### config.mk
export PLATFORM = sky130hd
export DESIGN_NAME = ps2_host_top
export DESIGN_NICKNAME = d
export VERILOG_FILES = /design/src/ps2_pkg.sv /design/src/ps2_clk_filter.sv /design/src/ps2_rx.sv /design/src/ps2_tx.sv /design/src/ps2_init_seq.sv /design/src/ps2_host_top.sv
export VERILOG_INCLUDE_DIRS = /design/src
export SDC_FILE = /design/constraint.sdc
export NUM_CORES = 1
export LEC_CHECK = 0
export BUFFER_PORTS_ARGS = -buffer_cell sky130_fd_sc_hd__buf_2
export CAP_MARGIN = 20
export CORE_MARGIN = 3
export CORE_UTILIZATION = 45
export CTS_CLUSTER_SIZE = 8
export DETAILED_ROUTE_END_ITERATION = 7
export GPL_TIMING_DRIVEN = 0
export HOLD_SLACK_MARGIN = 0.06
export MAX_ROUTING_LAYER = met4
export PLACE_DENSITY = 0.6
export SYNTH_ARGS = -nofsm -noshare
export SYNTH_HDL_FRONTEND = slang
export SYNTH_SLANG_ARGS = --single-unit
### constraint.sdc
create_clock -name clk_i -period 2.15 [get_ports clk_i]
set_input_delay 0.1075 -clock clk_i [delete_from_list [all_inputs] [get_ports clk_i]]
set_output_delay 0.1075 -clock clk_i [all_outputs]
set_load 0.02 [all_outputs]
### src/ps2_config.svh
`ifndef PS2_CONFIG_SVH
`define PS2_CONFIG_SVH

// Consecutive equal samples of the synchronised PS/2 clock
// needed before the filter accepts a new level
`define PS2_FILTER_LEN 8

// System cycles without a falling edge before a partial
// frame is dropped, also the transmit watchdog
`define PS2_RX_TIMEOUT 2000

// System cycles the host holds the clock low
// ahead of its request-to-send start bit
`define PS2_INHIBIT_CYCLES 400

`endif

### src/ps2_pkg.sv
package ps2_pkg;

  // 11-bit PS/2 frame, start bit in bit 0
  // Raw view for shifting, field view for checks and building
  typedef union packed {
    logic [10:0] raw;
    struct packed {
      logic       stop;
      logic       parity;
      logic [7:0] data;
      logic       start;
    } f;
  } ps2_frame_u;

  // Keyboard bring-up sequence
  typedef enum logic [2:0] {
    WAIT_BAT,
    SEND_LEDS,
    WAIT_ACK_LEDS,
    SEND_LED_VAL,
    WAIT_ACK_VAL,
    SEND_ENABLE,
    WAIT_ACK_EN,
    READY
  } init_state_e;

  // Host commands
  localparam logic [7:0] CMD_SET_LEDS = 8'hED;
  localparam logic [7:0] CMD_LED_OFF  = 8'h00;
  localparam logic [7:0] CMD_ENABLE   = 8'hF4;

  // Keyboard responses
  localparam logic [7:0] RSP_BAT_OK = 8'hAA;
  localparam logic [7:0] RSP_ACK    = 8'hFA;

endpackage

### src/ps2_clk_filter.sv
`timescale 1ns/10ps
`include "ps2_config.svh"

module ps2_clk_filter (
  input  logic clk_i,
  input  logic rst_n_i,
  input  logic ps2_clk_i,
  output logic clk_fall_o
);

  localparam int CNT_W = $clog2(`PS2_FILTER_LEN);

  // Two-flop synchroniser
  logic sync1_q;
  logic sync2_q;
  // Run length of samples differing from the accepted level
  logic [CNT_W-1:0] cnt_q;
  // Accepted level and its copy one cycle back
  logic level_q;
  logic level_d_q;

  always_ff @(posedge clk_i or negedge rst_n_i) begin
    if (!rst_n_i) begin
      // Line idles high when released
      sync1_q    <= 1'b1;
      sync2_q    <= 1'b1;
      cnt_q      <= '0;
      level_q    <= 1'b1;
      level_d_q  <= 1'b1;
      clk_fall_o <= 1'b0;
    end else begin
      sync1_q <= ps2_clk_i;
      sync2_q <= sync1_q;
      // A single matching sample restarts the run
      if (sync2_q == level_q) begin
        cnt_q <= '0;
      end else if (cnt_q == CNT_W'(`PS2_FILTER_LEN - 1)) begin
        // Last of the equal samples, take the new level
        level_q <= sync2_q;
        cnt_q   <= '0;
      end else begin
        cnt_q <= cnt_q + 1'b1;
      end
      level_d_q <= level_q;
      // One-cycle pulse on accepted 1 -> 0
      clk_fall_o <= level_d_q & ~level_q;
    end
  end

endmodule

### src/ps2_rx.sv
`timescale 1ns/10ps
`include "ps2_config.svh"

module ps2_rx (
  input  logic       clk_i,
  input  logic       rst_n_i,
  input  logic       ps2_data_i,
  input  logic       clk_fall_i,
  input  logic       tx_busy_i,
  output logic       rx_valid_o,
  output logic       rx_err_o,
  output logic [7:0] rx_byte_o
);

  localparam int TMR_W = $clog2(`PS2_RX_TIMEOUT + 1);

  ps2_pkg::ps2_frame_u frame_q;
  logic [3:0]       bit_cnt_q;
  logic [TMR_W-1:0] timer_q;
  logic             data_s1_q;
  logic             data_s2_q;
  logic             frame_full;
  logic             frame_ok;
  logic             expire;

  assign frame_full = (bit_cnt_q == 4'd11);
  // Start low, stop high, odd count of ones over data and parity
  assign frame_ok   = ~frame_q.f.start & frame_q.f.stop &
                      (^{frame_q.f.parity, frame_q.f.data});
  // Partial frame with no edge for the whole timeout
  assign expire     = (bit_cnt_q != 4'd0) && !frame_full && (timer_q == '0);
  // Byte stays put until the next frame starts shifting
  assign rx_byte_o  = frame_q.f.data;

  // Bits arrive LSB first, so shift in from the top
  always_ff @(posedge clk_i) begin
    if (clk_fall_i && !tx_busy_i && !frame_full) begin
      frame_q.raw <= {data_s2_q, frame_q.raw[10:1]};
    end else if (expire) begin
      frame_q.raw <= '1;
    end
  end

  always_ff @(posedge clk_i or negedge rst_n_i) begin
    if (!rst_n_i) begin
      data_s1_q  <= 1'b1;
      data_s2_q  <= 1'b1;
      bit_cnt_q  <= 4'd0;
      timer_q    <= '0;
      rx_valid_o <= 1'b0;
      rx_err_o   <= 1'b0;
    end else begin
      data_s1_q  <= ps2_data_i;
      data_s2_q  <= data_s1_q;
      rx_valid_o <= 1'b0;
      rx_err_o   <= 1'b0;
      if (tx_busy_i) begin
        // Own transmission on the bus, ignore it
        bit_cnt_q <= 4'd0;
      end else if (frame_full) begin
        rx_valid_o <= frame_ok;
        rx_err_o   <= ~frame_ok;
        bit_cnt_q  <= 4'd0;
      end else if (clk_fall_i) begin
        bit_cnt_q <= bit_cnt_q + 4'd1;
        timer_q   <= TMR_W'(`PS2_RX_TIMEOUT);
      end else if (expire) begin
        // Drop silently
        bit_cnt_q <= 4'd0;
      end else if (bit_cnt_q != 4'd0) begin
        timer_q <= timer_q - 1'b1;
      end
    end
  end

endmodule

### src/ps2_tx.sv
`timescale 1ns/10ps
`include "ps2_config.svh"

module ps2_tx (
  input  logic       clk_i,
  input  logic       rst_n_i,
  input  logic       ps2_data_i,
  input  logic       clk_fall_i,
  input  logic       tx_start_i,
  input  logic [7:0] tx_byte_i,
  output logic       ps2_clk_drive_low_o,
  output logic       ps2_data_drive_low_o,
  output logic       tx_busy_o,
  output logic       tx_done_o,
  output logic       tx_ack_o
);

  localparam int TMR_MAX = (`PS2_RX_TIMEOUT > `PS2_INHIBIT_CYCLES) ?
                           `PS2_RX_TIMEOUT : `PS2_INHIBIT_CYCLES;
  localparam int TMR_W   = $clog2(TMR_MAX + 1);

  typedef enum logic [1:0] {
    IDLE,
    INHIBIT,
    SHIFT
  } tx_state_e;

  tx_state_e           state_q;
  ps2_pkg::ps2_frame_u frame_q;
  // Inhibit length first, then edge watchdog
  logic [TMR_W-1:0]    timer_q;
  logic [3:0]          bit_cnt_q;
  logic                clk_low_q;
  logic                data_low_q;
  logic                data_s1_q;
  logic                data_s2_q;

  assign ps2_clk_drive_low_o  = clk_low_q;
  assign ps2_data_drive_low_o = data_low_q;
  assign tx_busy_o            = (state_q != IDLE);

  // Frame build on start, then shift one bit per device edge
  always_ff @(posedge clk_i) begin
    if (state_q == IDLE && tx_start_i) begin
      frame_q.f.start  <= 1'b0;
      frame_q.f.data   <= tx_byte_i;
      frame_q.f.parity <= ~^tx_byte_i;
      frame_q.f.stop   <= 1'b1;
    end else if (state_q == SHIFT && clk_fall_i) begin
      frame_q.raw <= {1'b1, frame_q.raw[10:1]};
    end
  end

  always_ff @(posedge clk_i or negedge rst_n_i) begin
    if (!rst_n_i) begin
      state_q    <= IDLE;
      timer_q    <= '0;
      bit_cnt_q  <= 4'd0;
      clk_low_q  <= 1'b0;
      data_low_q <= 1'b0;
      data_s1_q  <= 1'b1;
      data_s2_q  <= 1'b1;
      tx_done_o  <= 1'b0;
      tx_ack_o   <= 1'b0;
    end else begin
      data_s1_q <= ps2_data_i;
      data_s2_q <= data_s1_q;
      tx_done_o <= 1'b0;
      tx_ack_o  <= 1'b0;
      case (state_q)
        IDLE: begin
          if (tx_start_i) begin
            // Pull clock low to inhibit the device
            state_q   <= INHIBIT;
            timer_q   <= TMR_W'(`PS2_INHIBIT_CYCLES);
            clk_low_q <= 1'b1;
          end
        end
        INHIBIT: begin
          if (timer_q == '0) begin
            // Request to send: start bit low, hand clock back
            state_q    <= SHIFT;
            timer_q    <= TMR_W'(`PS2_RX_TIMEOUT);
            bit_cnt_q  <= 4'd0;
            clk_low_q  <= 1'b0;
            data_low_q <= ~frame_q.f.start;
          end else begin
            timer_q <= timer_q - 1'b1;
          end
        end
        SHIFT: begin
          if (clk_fall_i) begin
            timer_q <= TMR_W'(`PS2_RX_TIMEOUT);
            if (bit_cnt_q == 4'd10) begin
              // 11th edge, device pulls data low to acknowledge
              state_q   <= IDLE;
              tx_done_o <= 1'b1;
              tx_ack_o  <= ~data_s2_q;
            end else begin
              // Data bits, parity, then released stop level
              bit_cnt_q  <= bit_cnt_q + 4'd1;
              data_low_q <= ~frame_q.raw[1];
            end
          end else if (timer_q == '0) begin
            // Device stopped clocking
            state_q    <= IDLE;
            data_low_q <= 1'b0;
            tx_done_o  <= 1'b1;
          end else begin
            timer_q <= timer_q - 1'b1;
          end
        end
        default: state_q <= IDLE;
      endcase
    end
  end

endmodule

### src/ps2_init_seq.sv
`timescale 1ns/10ps

module ps2_init_seq (
  input  logic       clk_i,
  input  logic       rst_n_i,
  input  logic       rx_valid_i,
  input  logic       tx_busy_i,
  input  logic       tx_done_i,
  input  logic       tx_ack_i,
  input  logic [7:0] rx_byte_i,
  output logic       tx_start_o,
  output logic [7:0] tx_byte_o,
  output logic       key_valid_o,
  output logic       kbd_ready_o,
  output logic [7:0] key_code_o
);

  ps2_pkg::init_state_e state_q;
  logic                 send_state;
  logic                 cmd_issue;
  logic                 bat_seen;
  logic                 ack_seen;
  logic                 tx_nak;
  logic [7:0]           cmd_byte;

  assign send_state = (state_q == ps2_pkg::SEND_LEDS) ||
                      (state_q == ps2_pkg::SEND_LED_VAL) ||
                      (state_q == ps2_pkg::SEND_ENABLE);
  // Transmitter free, fire the command of this state
  assign cmd_issue  = send_state && !tx_busy_i;
  assign bat_seen   = rx_valid_i && (rx_byte_i == ps2_pkg::RSP_BAT_OK);
  assign ack_seen   = rx_valid_i && (rx_byte_i == ps2_pkg::RSP_ACK);
  // Device never pulled data low on the ack edge
  assign tx_nak     = tx_done_i && !tx_ack_i;
  assign kbd_ready_o = (state_q == ps2_pkg::READY);

  always_comb begin
    case (state_q)
      ps2_pkg::SEND_LED_VAL: cmd_byte = ps2_pkg::CMD_LED_OFF;
      ps2_pkg::SEND_ENABLE:  cmd_byte = ps2_pkg::CMD_ENABLE;
      default:               cmd_byte = ps2_pkg::CMD_SET_LEDS;
    endcase
  end

  always_ff @(posedge clk_i) begin
    if (cmd_issue) begin
      tx_byte_o <= cmd_byte;
    end
    if (rx_valid_i) begin
      key_code_o <= rx_byte_i;
    end
  end

  always_ff @(posedge clk_i or negedge rst_n_i) begin
    if (!rst_n_i) begin
      state_q     <= ps2_pkg::WAIT_BAT;
      tx_start_o  <= 1'b0;
      key_valid_o <= 1'b0;
    end else begin
      tx_start_o  <= 1'b0;
      key_valid_o <= 1'b0;
      if (bat_seen) begin
        // Keyboard reset itself, start bring-up over
        state_q <= ps2_pkg::SEND_LEDS;
      end else begin
        case (state_q)
          ps2_pkg::SEND_LEDS: begin
            if (cmd_issue) begin
              tx_start_o <= 1'b1;
              state_q    <= ps2_pkg::WAIT_ACK_LEDS;
            end
          end
          ps2_pkg::WAIT_ACK_LEDS: begin
            if (tx_nak) state_q <= ps2_pkg::SEND_LEDS;
            else if (ack_seen) state_q <= ps2_pkg::SEND_LED_VAL;
          end
          ps2_pkg::SEND_LED_VAL: begin
            if (cmd_issue) begin
              tx_start_o <= 1'b1;
              state_q    <= ps2_pkg::WAIT_ACK_VAL;
            end
          end
          ps2_pkg::WAIT_ACK_VAL: begin
            if (tx_nak) state_q <= ps2_pkg::SEND_LEDS;
            else if (ack_seen) state_q <= ps2_pkg::SEND_ENABLE;
          end
          ps2_pkg::SEND_ENABLE: begin
            if (cmd_issue) begin
              tx_start_o <= 1'b1;
              state_q    <= ps2_pkg::WAIT_ACK_EN;
            end
          end
          ps2_pkg::WAIT_ACK_EN: begin
            if (tx_nak) state_q <= ps2_pkg::SEND_LEDS;
            else if (ack_seen) state_q <= ps2_pkg::READY;
          end
          // Scan codes go straight out, AA already caught above
          ps2_pkg::READY: key_valid_o <= rx_valid_i;
          default: state_q <= state_q;
        endcase
      end
    end
  end

endmodule

### src/ps2_host_top.sv
`timescale 1ns/10ps

module ps2_host_top (
  input  logic       clk_i,
  input  logic       rst_n_i,
  input  logic       ps2_clk_i,
  input  logic       ps2_data_i,
  output logic       ps2_clk_drive_low_o,
  output logic       ps2_data_drive_low_o,
  output logic       key_valid_o,
  output logic       kbd_ready_o,
  output logic       rx_err_o,
  output logic [7:0] key_code_o
);

  // Filtered falling edge, shared by both directions
  logic       clk_fall;
  logic       rx_valid;
  logic [7:0] rx_byte;
  logic       tx_start;
  logic [7:0] tx_byte;
  logic       tx_busy;
  logic       tx_done;
  logic       tx_ack;

  ps2_clk_filter ps2_clk_filter_inst (
    .clk_i      (clk_i),
    .rst_n_i    (rst_n_i),
    .ps2_clk_i  (ps2_clk_i),
    .clk_fall_o (clk_fall)
  );

  // Device to host
  ps2_rx ps2_rx_inst (
    .clk_i      (clk_i),
    .rst_n_i    (rst_n_i),
    .ps2_data_i (ps2_data_i),
    .clk_fall_i (clk_fall),
    .tx_busy_i  (tx_busy),
    .rx_valid_o (rx_valid),
    .rx_err_o   (rx_err_o),
    .rx_byte_o  (rx_byte)
  );

  // Host to device
  ps2_tx ps2_tx_inst (
    .clk_i                (clk_i),
    .rst_n_i              (rst_n_i),
    .ps2_data_i           (ps2_data_i),
    .clk_fall_i           (clk_fall),
    .tx_start_i           (tx_start),
    .tx_byte_i            (tx_byte),
    .ps2_clk_drive_low_o  (ps2_clk_drive_low_o),
    .ps2_data_drive_low_o (ps2_data_drive_low_o),
    .tx_busy_o            (tx_busy),
    .tx_done_o            (tx_done),
    .tx_ack_o             (tx_ack)
  );

  ps2_init_seq ps2_init_seq_inst (
    .clk_i       (clk_i),
    .rst_n_i     (rst_n_i),
    .rx_valid_i  (rx_valid),
    .tx_busy_i   (tx_busy),
    .tx_done_i   (tx_done),
    .tx_ack_i    (tx_ack),
    .rx_byte_i   (rx_byte),
    .tx_start_o  (tx_start),
    .tx_byte_o   (tx_byte),
    .key_valid_o (key_valid_o),
    .kbd_ready_o (kbd_ready_o),
    .key_code_o  (key_code_o)
  );

endmodule

==> flow_summary.json, run 1 <==
{
  "status": "completed",
  "skew_ps": 12.9,
  "vdd_ir_drop_max_mv": 0.466,
  "antenna_cells": 0,
  "power_density_nw_per_um2": 860,
  "cts-root-buf": "clkbuf_8",
  "cp-start-kind": "register",
  "drt_iter0_markers": 173,
  "setup-violations-final": 0,
  "wirelength_um": 8740,
  "dpl.hpwl_um": 5990,
  "cap_violations": 0,
  "dpl_worst_slack_ps": -396,
  "ys_types": 73,
  "worstPathCellList": "inv_2 -> ha_2 -> nor4b_4 -> and4_4 -> buf_6 -> o21ai_0 -> nand2_2 -> buf_12",
  "gp_congestion": 0.869,
  "p_leak_nw": 2.04,
  "drc": 0,
  "synthCells": 390,
  "syn2layout_area_growth_pct": 13.3,
  "firstDrtPassIters": 4,
  "synth-main-ff-cell": "dfrtp_1",
  "clock_sinks": 85,
  "grt_pass1_wl_um": 15200,
  "die_area_um2": 10900,
  "swShare_pct": 32.0,
  "rows": 35,
  "r2r-start": "ps2_rx_inst.timer_q[0]$_DFFE_PN0P_",
  "p_switching_mw": 1.36,
  "grt_setup_unrepaired": "no",
  "timing_hold_violations_final": 0,
  "dp_cells": 536,
  "synth_top_family_by_area": "simple AND/OR/NAND/NOR gates",
  "ys_seq_elements": 85,
  "crit_family": "simple AND/OR/NAND/NOR gates",
  "wire_per_inst_um": 15.7,
  "synth_area_um2": 4340,
  "fillers": 845,
  "htree_levels": 3,
  "synth_compound_area_share_pct": 15.9,
  "worstPathRequired_ps": 2220,
  "fin_ws_ps": 108,
  "clockBufferDepth": 2,
  "fin_crit_ps": 2040,
  "p_clk_share_pct": 27.3,
  "cts_tree": "done",
  "power_mw": 4.23,
  "grtUsageTotal_pct": 17.8,
  "die_h_um": 104,
  "p_comb_share_pct": 23.3,
  "synth_xor_xnor_area_share_pct": 1.01,
  "cts_buffers": 9,
  "grt_max_degree": 29,
  "hold_class": "in -> async",
  "clock_latency_ps": 350,
  "grt_pass1_vias": 3054,
  "synth_mux_area_share_pct": 1.90,
  "crit_buf_inv": 3,
  "io_pins": 17,
  "p_seq_share_pct": 49.3,
  "fmax_mhz": 490,
  "initial_core_util_pct": 46.5,
  "nets": 445,
  "die_x_um": 104,
  "antenna_found_initial": 0,
  "port_buffers": 16,
  "endpoint_kind": "register",
  "synth-edff-count": 31,
  "drv_slew": 0,
  "via_per_inst": 5.59,
  "syn_nets": 414,
  "syn_avg_cell_area_um2": 11.1,
  "critPathLaunch": "ps2_rx_inst.timer_q[0]$_DFFE_PN0P_",
  "synth_fa_ha_area_share_pct": 5.77,
  "tightest_slew_ps": 816,
  "cp_slowest_cell": "dfrtp_1",
  "relSlewSlack_pct": 44.8,
  "criticalPathCategory": "reg -> reg",
  "drive_gt1_share_pct": 16.4,
  "clk_pin_slew_ps": 90,
  "period_share_pct": 95.0,
  "instances_no_fill": 555,
  "core_area_um2": 9330,
  "vias": 3105,
  "async_flop_share_pct": 62.4,
  "grt-ovfl-total": 0,
  "drtAntennaViolNets": 0,
  "crit_fanout": 11,
  "yosys.area_share.simple_pct": 19.4,
  "ys_warn_count": 0,
  "max_stage_delay_ps": 410,
  "intPower_mw": 2.88,
  "arrival_ps": 2110,
  "seq_area_frac_synth_pct": 52.6
}
==> registers in the layout, summed over array words and instances (netlist names), 2 cells and up <==
name and flops:
ps2_rx_inst.frame_q 11, ps2_tx_inst.state_q 2, ps2_clk_filter_inst.cnt_q 3, ps2_tx_inst.frame_q 10, ps2_init_seq_inst.key_code_o 8, ps2_tx_inst.bit_cnt_q 4, ps2_rx_inst.timer_q 11, ps2_rx_inst.bit_cnt_q 4
ps2_tx_inst.timer_q 11, ps2_init_seq_inst.tx_byte_o 3, ps2_init_seq_inst.state_q 3
==> placed cells by master, fill, tap and decap left out, types with 7 or more instances in the layout <==
cell type and instances:
ha_1 19, nand2_1 18, dfrtp_1 47, edfxtp_1 31, clkbuf_1 7, nor2_1 21, clkbuf_8 9, a21o_1 7
and3_1 8, buf_2 17, o21ai_0 23, nand2b_1 13, and2_1 8, inv_1 21, nor2b_1 7, nand3_1 15
==> power by group through the flow <==
stage	combinational [mW]	clock, mW	sequential, mW
2_1_floorplan	0.705	0	2.06
3_3_place_gp	0.895	0	2.10
3_5_place_dp	0.931	0	2.10
4_1_cts	0.982	1.20	2.07
5_1_grt	1.13	1.27	2.12
6_report	0.988	1.16	2.09
==> kinds of logic after synthesis <==
logic type / count (synthesis)
adders and majority gates: 20
AOI/OAI and AO/OA: 95
and+or+nand+nor: 141
xor gates and xnor gates: 5
muxes: 8
DFF: 85
buffers and inverters: 36
==> worst paths after layout <==
| path | to | slack [ps] | cells past startpoint |
|---|---|---|---|
| max | ps2_rx_inst.frame_q[10]$_SDFFCE_PN1P_ | 110 | 8 |
| min | ps2_init_seq_inst.state_q[1]$_DFFE_PN0P_ | 290 | 2 |
| max reg2reg | ps2_rx_inst.frame_q[10]$_SDFFCE_PN1P_ | 110 | 8 |
| min reg2reg | ps2_clk_filter_inst.sync2_q$_DFF_PN1_ | 360 | 0 |
| max in group asynchronous | ps2_tx_inst.timer_q[3]$_DFFE_PN0P_ | 1280 | 3 |
| min in group clk_i | ps2_clk_filter_inst.sync2_q$_DFF_PN1_ | 360 | 0 |
==> synth_stat cells, types with 4 or more instances <==
cell / number / share of area (%)
a211oi_1: 6 / 1.0
a21o_1: 7 / 1.2
a21oi_1: 6 / 0.69
a22o_1: 5 / 1.0
a31oi_1: 6 / 0.86
and2_1: 8 / 1.2
and3_1: 8 / 1.2
and4_1: 4 / 0.81
clkbuf_1: 11 / 0.95
dfrtp_1: 47 / 27
dfstp_2: 6 / 3.6
edfxtp_1: 31 / 21
ha_1: 20 / 5.8
inv_1: 22 / 1.9
mux2i_1: 6 / 1.4
nand2_1: 19 / 1.6
nand2b_1: 13 / 1.9
nand3_1: 16 / 1.8
nand4_1: 6 / 0.86
nor2_1: 22 / 1.9
nor2b_1: 8 / 1.2
nor3_1: 4 / 0.46
o21ai_0: 23 / 2.7
o31ai_1: 5 / 0.86
or4_1: 4 / 0.69
xnor2_1: 4 / 0.81
==> area by class of cell <==
cell class,instances,area (um2),share of cell area (%)
tap,129,161,3.28
timing repair buffer,23,178,3.61
sequential,85,2280,46.4
multi-input combinational,269,1950,39.7
inverter,22,82.6,1.68
clock buffer,10,128,2.59
clock inverter,6,71.3,1.45
buffer,11,60.1,1.22
==> per-layer routing <==
metal,vias up,share of wire [%],GRT usage [%]
met5,-,0,-
li1,1534,-,-
met1,1525,48,23.8
met2,40,49,27.5
met3,6,2.7,3.97
met4,0,0.72,5.41
==> what timing repair did <==
item	CTS	global route
pin swaps	0	1
cloned	0	0
endpoints found under the hold margin	21	0
endpoints found under the setup margin	18	33
setup buffers	1	2
hold buffers	3	0
resized for setup	4	13
==> metrics by stage <==
step	utilization, %	hold slack [ps]	area, um2	setup TNS [ps]
CTS	52.1	301	4860	0
global route	52.7	330	4920	0
global placement	49.1	214	4580	-4120
detailed placement	49.3	165	4600	-4360
floorplan	-	-188	4340	0
finish	52.7	288	4920	0
No activity file was read; power rests on OpenSTA's default activity.
==> inputs of run 2 (changes only) <==
--- a/config.mk
+++ b/config.mk
@@ -20,2 +20,3 @@
 export SYNTH_HDL_FRONTEND = slang
+export SYNTH_HIERARCHICAL = 1
 export SYNTH_SLANG_ARGS = --single-unit
==> constraint.sdc (replaced) <==
create_clock -name clk_i -period 2.15 [get_ports clk_i]
set_input_delay 0.3225 -clock clk_i [delete_from_list [all_inputs] [get_ports clk_i]]
set_output_delay 0.3225 -clock clk_i [all_outputs]
set_load 0.02 [all_outputs]
==> run 2 against run 1 <==
Final cell count increased by 4.7%. Via count increased by 3.1%. Maximum frequency increased by 1.2%. Non-clock buffer count increased by 11. Setup slack improved by 24 ps. Area after synthesis increased by 4.8%. Flip-flop and latch count increased by 2. Register-to-register slack improved by 20 ps. Utilization decreased by 0.49 points. Design area increased by 4.3%. Hold slack improved by 70 ps.
==> flow_summary.json, run 2 <==
{
  "status": "completed",
  "relSlewSlack_pct": 54.6,
  "grtUsageTotal_pct": 16.7,
  "worstPathCellList": "nor3_1 -> a31oi_1 -> or4_1 -> o211ai_1",
  "rr_endpoint": "ps2_tx_inst/bit_cnt_q[1]$_DFFE_PN0P_",
  "critPathLaunch": "ps2_tx_inst/timer_q[8]$_DFFE_PN0P_",
  "ys_types": 72,
  "wirelength_um": 8570,
  "grt_pass1_wl_um": 14800,
  "clock_sinks": 87,
  "timing_hold_violations_final": 0,
  "cts_buffers": 9,
  "r2r_slack_ps": 130,
  "setup-violations-final": 0,
  "antenna_found_initial": 0,
  "die_area_um2": 11400,
  "syn2layout_area_growth_pct": 12.8,
  "vias": 3202,
  "synth_top_family_by_area": "simple AND/OR/NAND/NOR gates",
  "ys_seq_elements": 87,
  "ys_warn_count": 6,
  "hold_class": "reg -> reg",
  "cp-start-kind": "register",
  "wire_per_inst_um": 14.7,
  "worstPathRequired_ps": 2420,
  "p_leak_nw": 2.04,
  "die_h_um": 107,
  "grt_setup_unrepaired": "no",
  "core_area_um2": 9820,
  "arrival_ps": 2290,
  "fin_ws_ps": 132,
  "power_density_nw_per_um2": 891,
  "r2r-start": "ps2_tx_inst/timer_q[8]$_DFFE_PN0P_",
  "io_pins": 17,
  "syn_avg_cell_area_um2": 11.1,
  "port_buffers": 16,
  "synth_area_leaders": "dfrtp_1 26%, edfxtp_1 20%, dfstp_2 4.6%",
  "drtAntennaViolNets": 0,
  "skew_ps": 10.6,
  "grt-ovfl-total": 0,
  "crit_path_end": "ps2_tx_inst/bit_cnt_q[1]$_DFFE_PN0P_",
  "grt_max_degree": 30,
  "antenna_cells": 0,
  "seq_area_frac_synth_pct": 51.4,
  "tightest_slew_ps": 682,
  "power_mw": 4.57,
  "fin_crit_ps": 2020,
  "max_stage_delay_ps": 520,
  "drt_iter0_markers": 133,
  "synth.cells.most_frequent": "47 x dfrtp_1, 31 x edfxtp_1, 22 x o21ai_0, 21 x nand2_1, 21 x nand3_1",
  "firstDrtPassIters": 4,
  "crit_fanout": 7,
  "hp-start": "ps2_clk_filter_inst/sync1_q$_DFF_PN1_",
  "grt_pass1_vias": 3080,
  "fmax_mhz": 496,
  "final_cell_mix": "47 x dfrtp_1, 31 x edfxtp_1, 21 x nand2_1, 21 x o21ai_0, 19 x nand3_1",
  "rr_worst_depth": 4,
  "crit_family": "simple AND/OR/NAND/NOR gates",
  "initial_core_util_pct": 46.3,
  "dpl.hpwl_um": 6120,
  "synth_mux_area_share_pct": 2.34,
  "synth_xor_xnor_area_share_pct": 3.77,
  "vdd_ir_drop_max_mv": 0.474,
  "gp_congestion": 0.833,
  "reg_top3": "ps2_rx_inst/frame_q (11), ps2_rx_inst/timer_q (11), ps2_tx_inst/timer_q (11)",
  "crit_cells": 4,
  "crit_buf_inv": 0,
  "drive_gt1_share_pct": 20.8,
  "die_x_um": 107,
  "tns_ps": 0,
  "rows": 36,
  "layout_commonest_cell": "dfrtp_1",
  "yosys.area.top_type": "dfrtp_1",
  "syn_nets": 428,
  "criticalPathCategory": "reg -> reg",
  "via_per_inst": 5.51,
  "cts_tree": "done",
  "cp_slowest_cell": "nor3_1",
  "synth_area_um2": 4550,
  "synth-main-ff-cell": "dfrtp_1",
  "cap_violations": 0,
  "yosys.area_share.simple_pct": 19.9,
  "htree_levels": 3,
  "synth_top_area_share_pct": 25.9,
  "cts-root-buf": "clkbuf_8",
  "synth_fa_ha_area_share_pct": 3.58,
  "synthCells": 411,
  "clock_latency_ps": 350,
  "clk_pin_slew_ps": 90,
  "synth-edff-count": 31,
  "synth_compound_area_share_pct": 14.4,
  "drc": 0,
  "dpl_worst_slack_ps": -467,
  "nets": 460,
  "synth_most_common_cell": "dfrtp_1",
  "endpoint_kind": "register",
  "clockBufferDepth": 2,
  "async_flop_share_pct": 63.2,
  "period_share_pct": 93.9,
  "drv_slew": 0
}
run 2: area by class of cell:
cell class | count | area, um2
fillers | 919 | 4690
flip-flops and latches | 87 | 2340
multi-input cells | 282 | 2060
well taps | 133 | 166
clock buffers | 11 | 153
repair buffers | 21 | 150
plain buffers | 24 | 148
inverters | 18 | 75.1
clock inverters | 5 | 38.8
run 2: per-stage QoR:
stage	area, um2	cells	hold WS [ps]	util [%]
floorplan	4550	411	26.9	-
global placement	4800	560	347	48.8
detailed placement	4820	561	347	49.0
CTS	5080	581	359	51.7
global route	5130	581	365	52.3
finish	5130	581	358	52.3
run 2: cells by family (layout without fill, tap and decap cells):
group	count (synthesis)	after routing
adder cells (fa/ha/maj)	13	13
AO/OA/AOI/OAI	92	92
XOR/XNOR	18	18
buffers and inverters	42	79
multiplexers	9	9
flip-flops	87	87
other	1	1
AND/OR/NAND/NOR	149	149
run 2: worst min path at each step:
stage	endpoint	cells past startpoint
2_1_floorplan	ps2_clk_filter_inst/clk_fall_o$_DFF_PN0_	0
3_3_place_gp	ps2_clk_filter_inst/sync2_q$_DFF_PN1_	0
3_5_place_dp	ps2_clk_filter_inst/sync2_q$_DFF_PN1_	0
4_1_cts	ps2_clk_filter_inst/sync2_q$_DFF_PN1_	0
5_1_grt	ps2_clk_filter_inst/sync2_q$_DFF_PN1_	0
6_report	ps2_clk_filter_inst/sync2_q$_DFF_PN1_	0
run 2: timing repair:
item,in CTS,in global routing
endpoints found under the hold margin,26,0
setup buffers,1,0
hold buffers,3,0
setup endpoints to repair,31,40
pin swaps,1,0
gates resized for setup,7,15
run 2: metal layers:
| metal | vias to the layer above | global-route usage (%) | share of wire (%) |
|---|---|---|---|
| li1 | 1586 | - | - |
| met1 | 1566 | 22.6 | 51 |
| met2 | 40 | 25.5 | 46 |
| met3 | 10 | 2.79 | 2.3 |
| met4 | 0 | 5.66 | 1.4 |
| met5 | - | - | 0 |
run 2: power breakdown:
| part | internal [mW] | leakage (nW) | switching (mW) |
|---|---|---|---|
| Clock | 0.499 | 0.0955 | 0.593 |
| Combinational | 0.570 | 0.960 | 0.717 |
| Sequential | 1.97 | 0.988 | 0.224 |
| Total | 3.04 | 2.04 | 1.53 |
==> inputs of run 3 (changes only) <==
RECOVER_POWER = 100   (was not set)
==> run 3 against run 2 <==
Sequential power barely moved. Clock power about the same. Sequential share of layout area grew 0.54 points. Utilization down 0.61 points. Die area stayed put. First-iteration DRC count increased by 4.5%. Final cell count unchanged. Combinational power decreased by 3%. Maximum frequency is 1.4% lower. Register-to-register slack got worse by 30 ps. Largest power group unchanged.
==> flow_summary.json, run 3 (synthesis gave the netlist of run 2 again) <==
{
  "clock_sinks": 87,
  "worstPathCellList": "inv_1 -> ha_1 -> and2_0 -> clkbuf_1 -> nand2b_2",
  "power_density_nw_per_um2": 894,
  "tightest_slew_ps": 721,
  "layout_commonest_cell": "dfrtp_1",
  "critPathLaunch": "ps2_tx_inst/state_q[0]$_DFFE_PN0P_",
  "cp_slowest_cell": "dfrtp_1",
  "htree_levels": 3,
  "cts_tree": "done",
  "vias": 3247,
  "antenna_found_initial": 0,
  "die_h_um": 107,
  "relSlewSlack_pct": 51.9,
  "initial_core_util_pct": 46.3,
  "grt_pass1_vias": 3080,
  "dpl.hpwl_um": 6120,
  "arrival_ps": 2090,
  "io_pins": 17,
  "die_area_um2": 11400,
  "gp_congestion": 0.833,
  "core_area_um2": 9820,
  "crit_path_end": "ps2_tx_inst/frame_q[6]$_DFFE_PP_",
  "grt_max_degree": 30,
  "rr_worst_depth": 5,
  "timing_hold_violations_final": 0,
  "syn2layout_area_growth_pct": 11.5,
  "cts-root-buf": "clkbuf_8",
  "rows": 36,
  "firstDrtPassIters": 5,
  "grtUsageTotal_pct": 16.7,
  "worstPathRequired_ps": 2190,
  "drc": 0,
  "r2r-start": "ps2_tx_inst/state_q[0]$_DFFE_PN0P_",
  "clk_pin_slew_ps": 90,
  "hold_class": "reg -> reg",
  "clockBufferDepth": 2,
  "crit_fanout": 10,
  "grt-ovfl-total": 0,
  "r2r_slack_ps": 100,
  "antenna_cells": 0,
  "drive_gt1_share_pct": 15.8,
  "drtAntennaViolNets": 0,
  "fmax_mhz": 488,
  "status": "completed",
  "power_mw": 4.53,
  "endpoint_kind": "register",
  "period_share_pct": 95.2,
  "die_x_um": 107,
  "vdd_ir_drop_max_mv": 0.467,
  "fin_crit_ps": 2050,
  "clock_latency_ps": 350,
  "nets": 460,
  "wire_per_inst_um": 14.8,
  "wirelength_um": 8580,
  "cp-start-kind": "register",
  "port_buffers": 16,
  "whs_ps": 358,
  "via_per_inst": 5.59,
  "max_stage_delay_ps": 420,
  "final_cell_mix": "47 x dfrtp_1, 31 x edfxtp_1, 23 x o21ai_0",
  "criticalPathCategory": "reg -> reg",
  "grt_pass1_wl_um": 14800,
  "cts_buffers": 9,
  "setup-violations-final": 0,
  "drt_iter0_markers": 139,
  "reg_top3": "ps2_rx_inst/frame_q (11), ps2_rx_inst/timer_q (11), ps2_tx_inst/timer_q (11)",
  "p_leak_nw": 1.97,
  "cap_violations": 0,
  "rr_endpoint": "ps2_tx_inst/frame_q[6]$_DFFE_PP_",
  "skew_ps": 11.5,
  "drv_slew": 0
}
[run 3: cell count changes in the layout (fill, tap and decap cells not counted), moves of 5 or more]
cell      change
clkbuf_1     +17
buf_2        -15
buf_4         -8
clkbuf_4      +5
[run 3: worst min path at each step]
stage | from | endpoint | depth (start not counted)
CTS | ps2_clk_filter_inst/sync1_q$_DFF_PN1_ | ps2_clk_filter_inst/sync2_q$_DFF_PN1_ | 0
floorplan | rst_n_i | ps2_clk_filter_inst/clk_fall_o$_DFF_PN0_ | 0
finish | ps2_clk_filter_inst/sync1_q$_DFF_PN1_ | ps2_clk_filter_inst/sync2_q$_DFF_PN1_ | 0
global placement | ps2_clk_filter_inst/sync1_q$_DFF_PN1_ | ps2_clk_filter_inst/sync2_q$_DFF_PN1_ | 0
global route | ps2_clk_filter_inst/sync1_q$_DFF_PN1_ | ps2_clk_filter_inst/sync2_q$_DFF_PN1_ | 0
detailed placement | ps2_clk_filter_inst/sync1_q$_DFF_PN1_ | ps2_clk_filter_inst/sync2_q$_DFF_PN1_ | 0
[run 3: area by class of cell]
cell class | instances | area, um2
fill | 935 | 4750
sequential | 87 | 2340
multi-input combinational | 282 | 2050
tap | 133 | 166
clock buffer | 11 | 153
buffer | 24 | 136
timing repair buffer | 21 | 118
inverter | 18 | 75.1
clock inverter | 5 | 38.8
[run 3: per-stage QoR]
step	TNS, ps	std cells	area [um2]	worst slack, ps	utilization (%)
5_1_grt	-35.7	581	5070	-6.27	51.6
6_report	0	581	5070	103	51.6
3_3_place_gp	-5430	560	4800	-457	48.8
2_1_floorplan	0	411	4550	4.94	-
4_1_cts	0	581	5080	25.7	51.7
3_5_place_dp	-5620	561	4820	-467	49.0
[run 3: worst max-delay path, delay by kind of cell (launching register included)]
| kind | cells | cell delay (ps) |
|---|---|---|
| flip-flops | 1 | 420 |
| buffers and inverters | 2 | 490 |
| adder cells (fa/ha/maj) | 1 | 240 |
| AND/OR/NAND/NOR | 2 | 590 |
[run 3: metal layers]
layer / global-route usage, % / routed length, um / vias up
li1: - / - / 1587
met1: 22.6 / 4270 / 1597
met2: 25.5 / 3940 / 53
met3: 2.79 / 254 / 10
met4: 5.66 / 121 / 0
met5: - / 0 / -
[run 3: where the power goes]
part	internal, mW	switching, mW
Combinational	0.549	0.706
Clock	0.499	0.592
Sequential	1.96	0.221
[run 3: what timing repair did]
| action | CTS | global route |
|---|---|---|
| hold buffers | 3 | 0 |
| gates resized for setup | 7 | 15 |
| setup endpoints to repair | 31 | 40 |
| endpoints found under the hold margin | 26 | 0 |
| pin swaps | 1 | 0 |
| setup buffers | 1 | 0 |
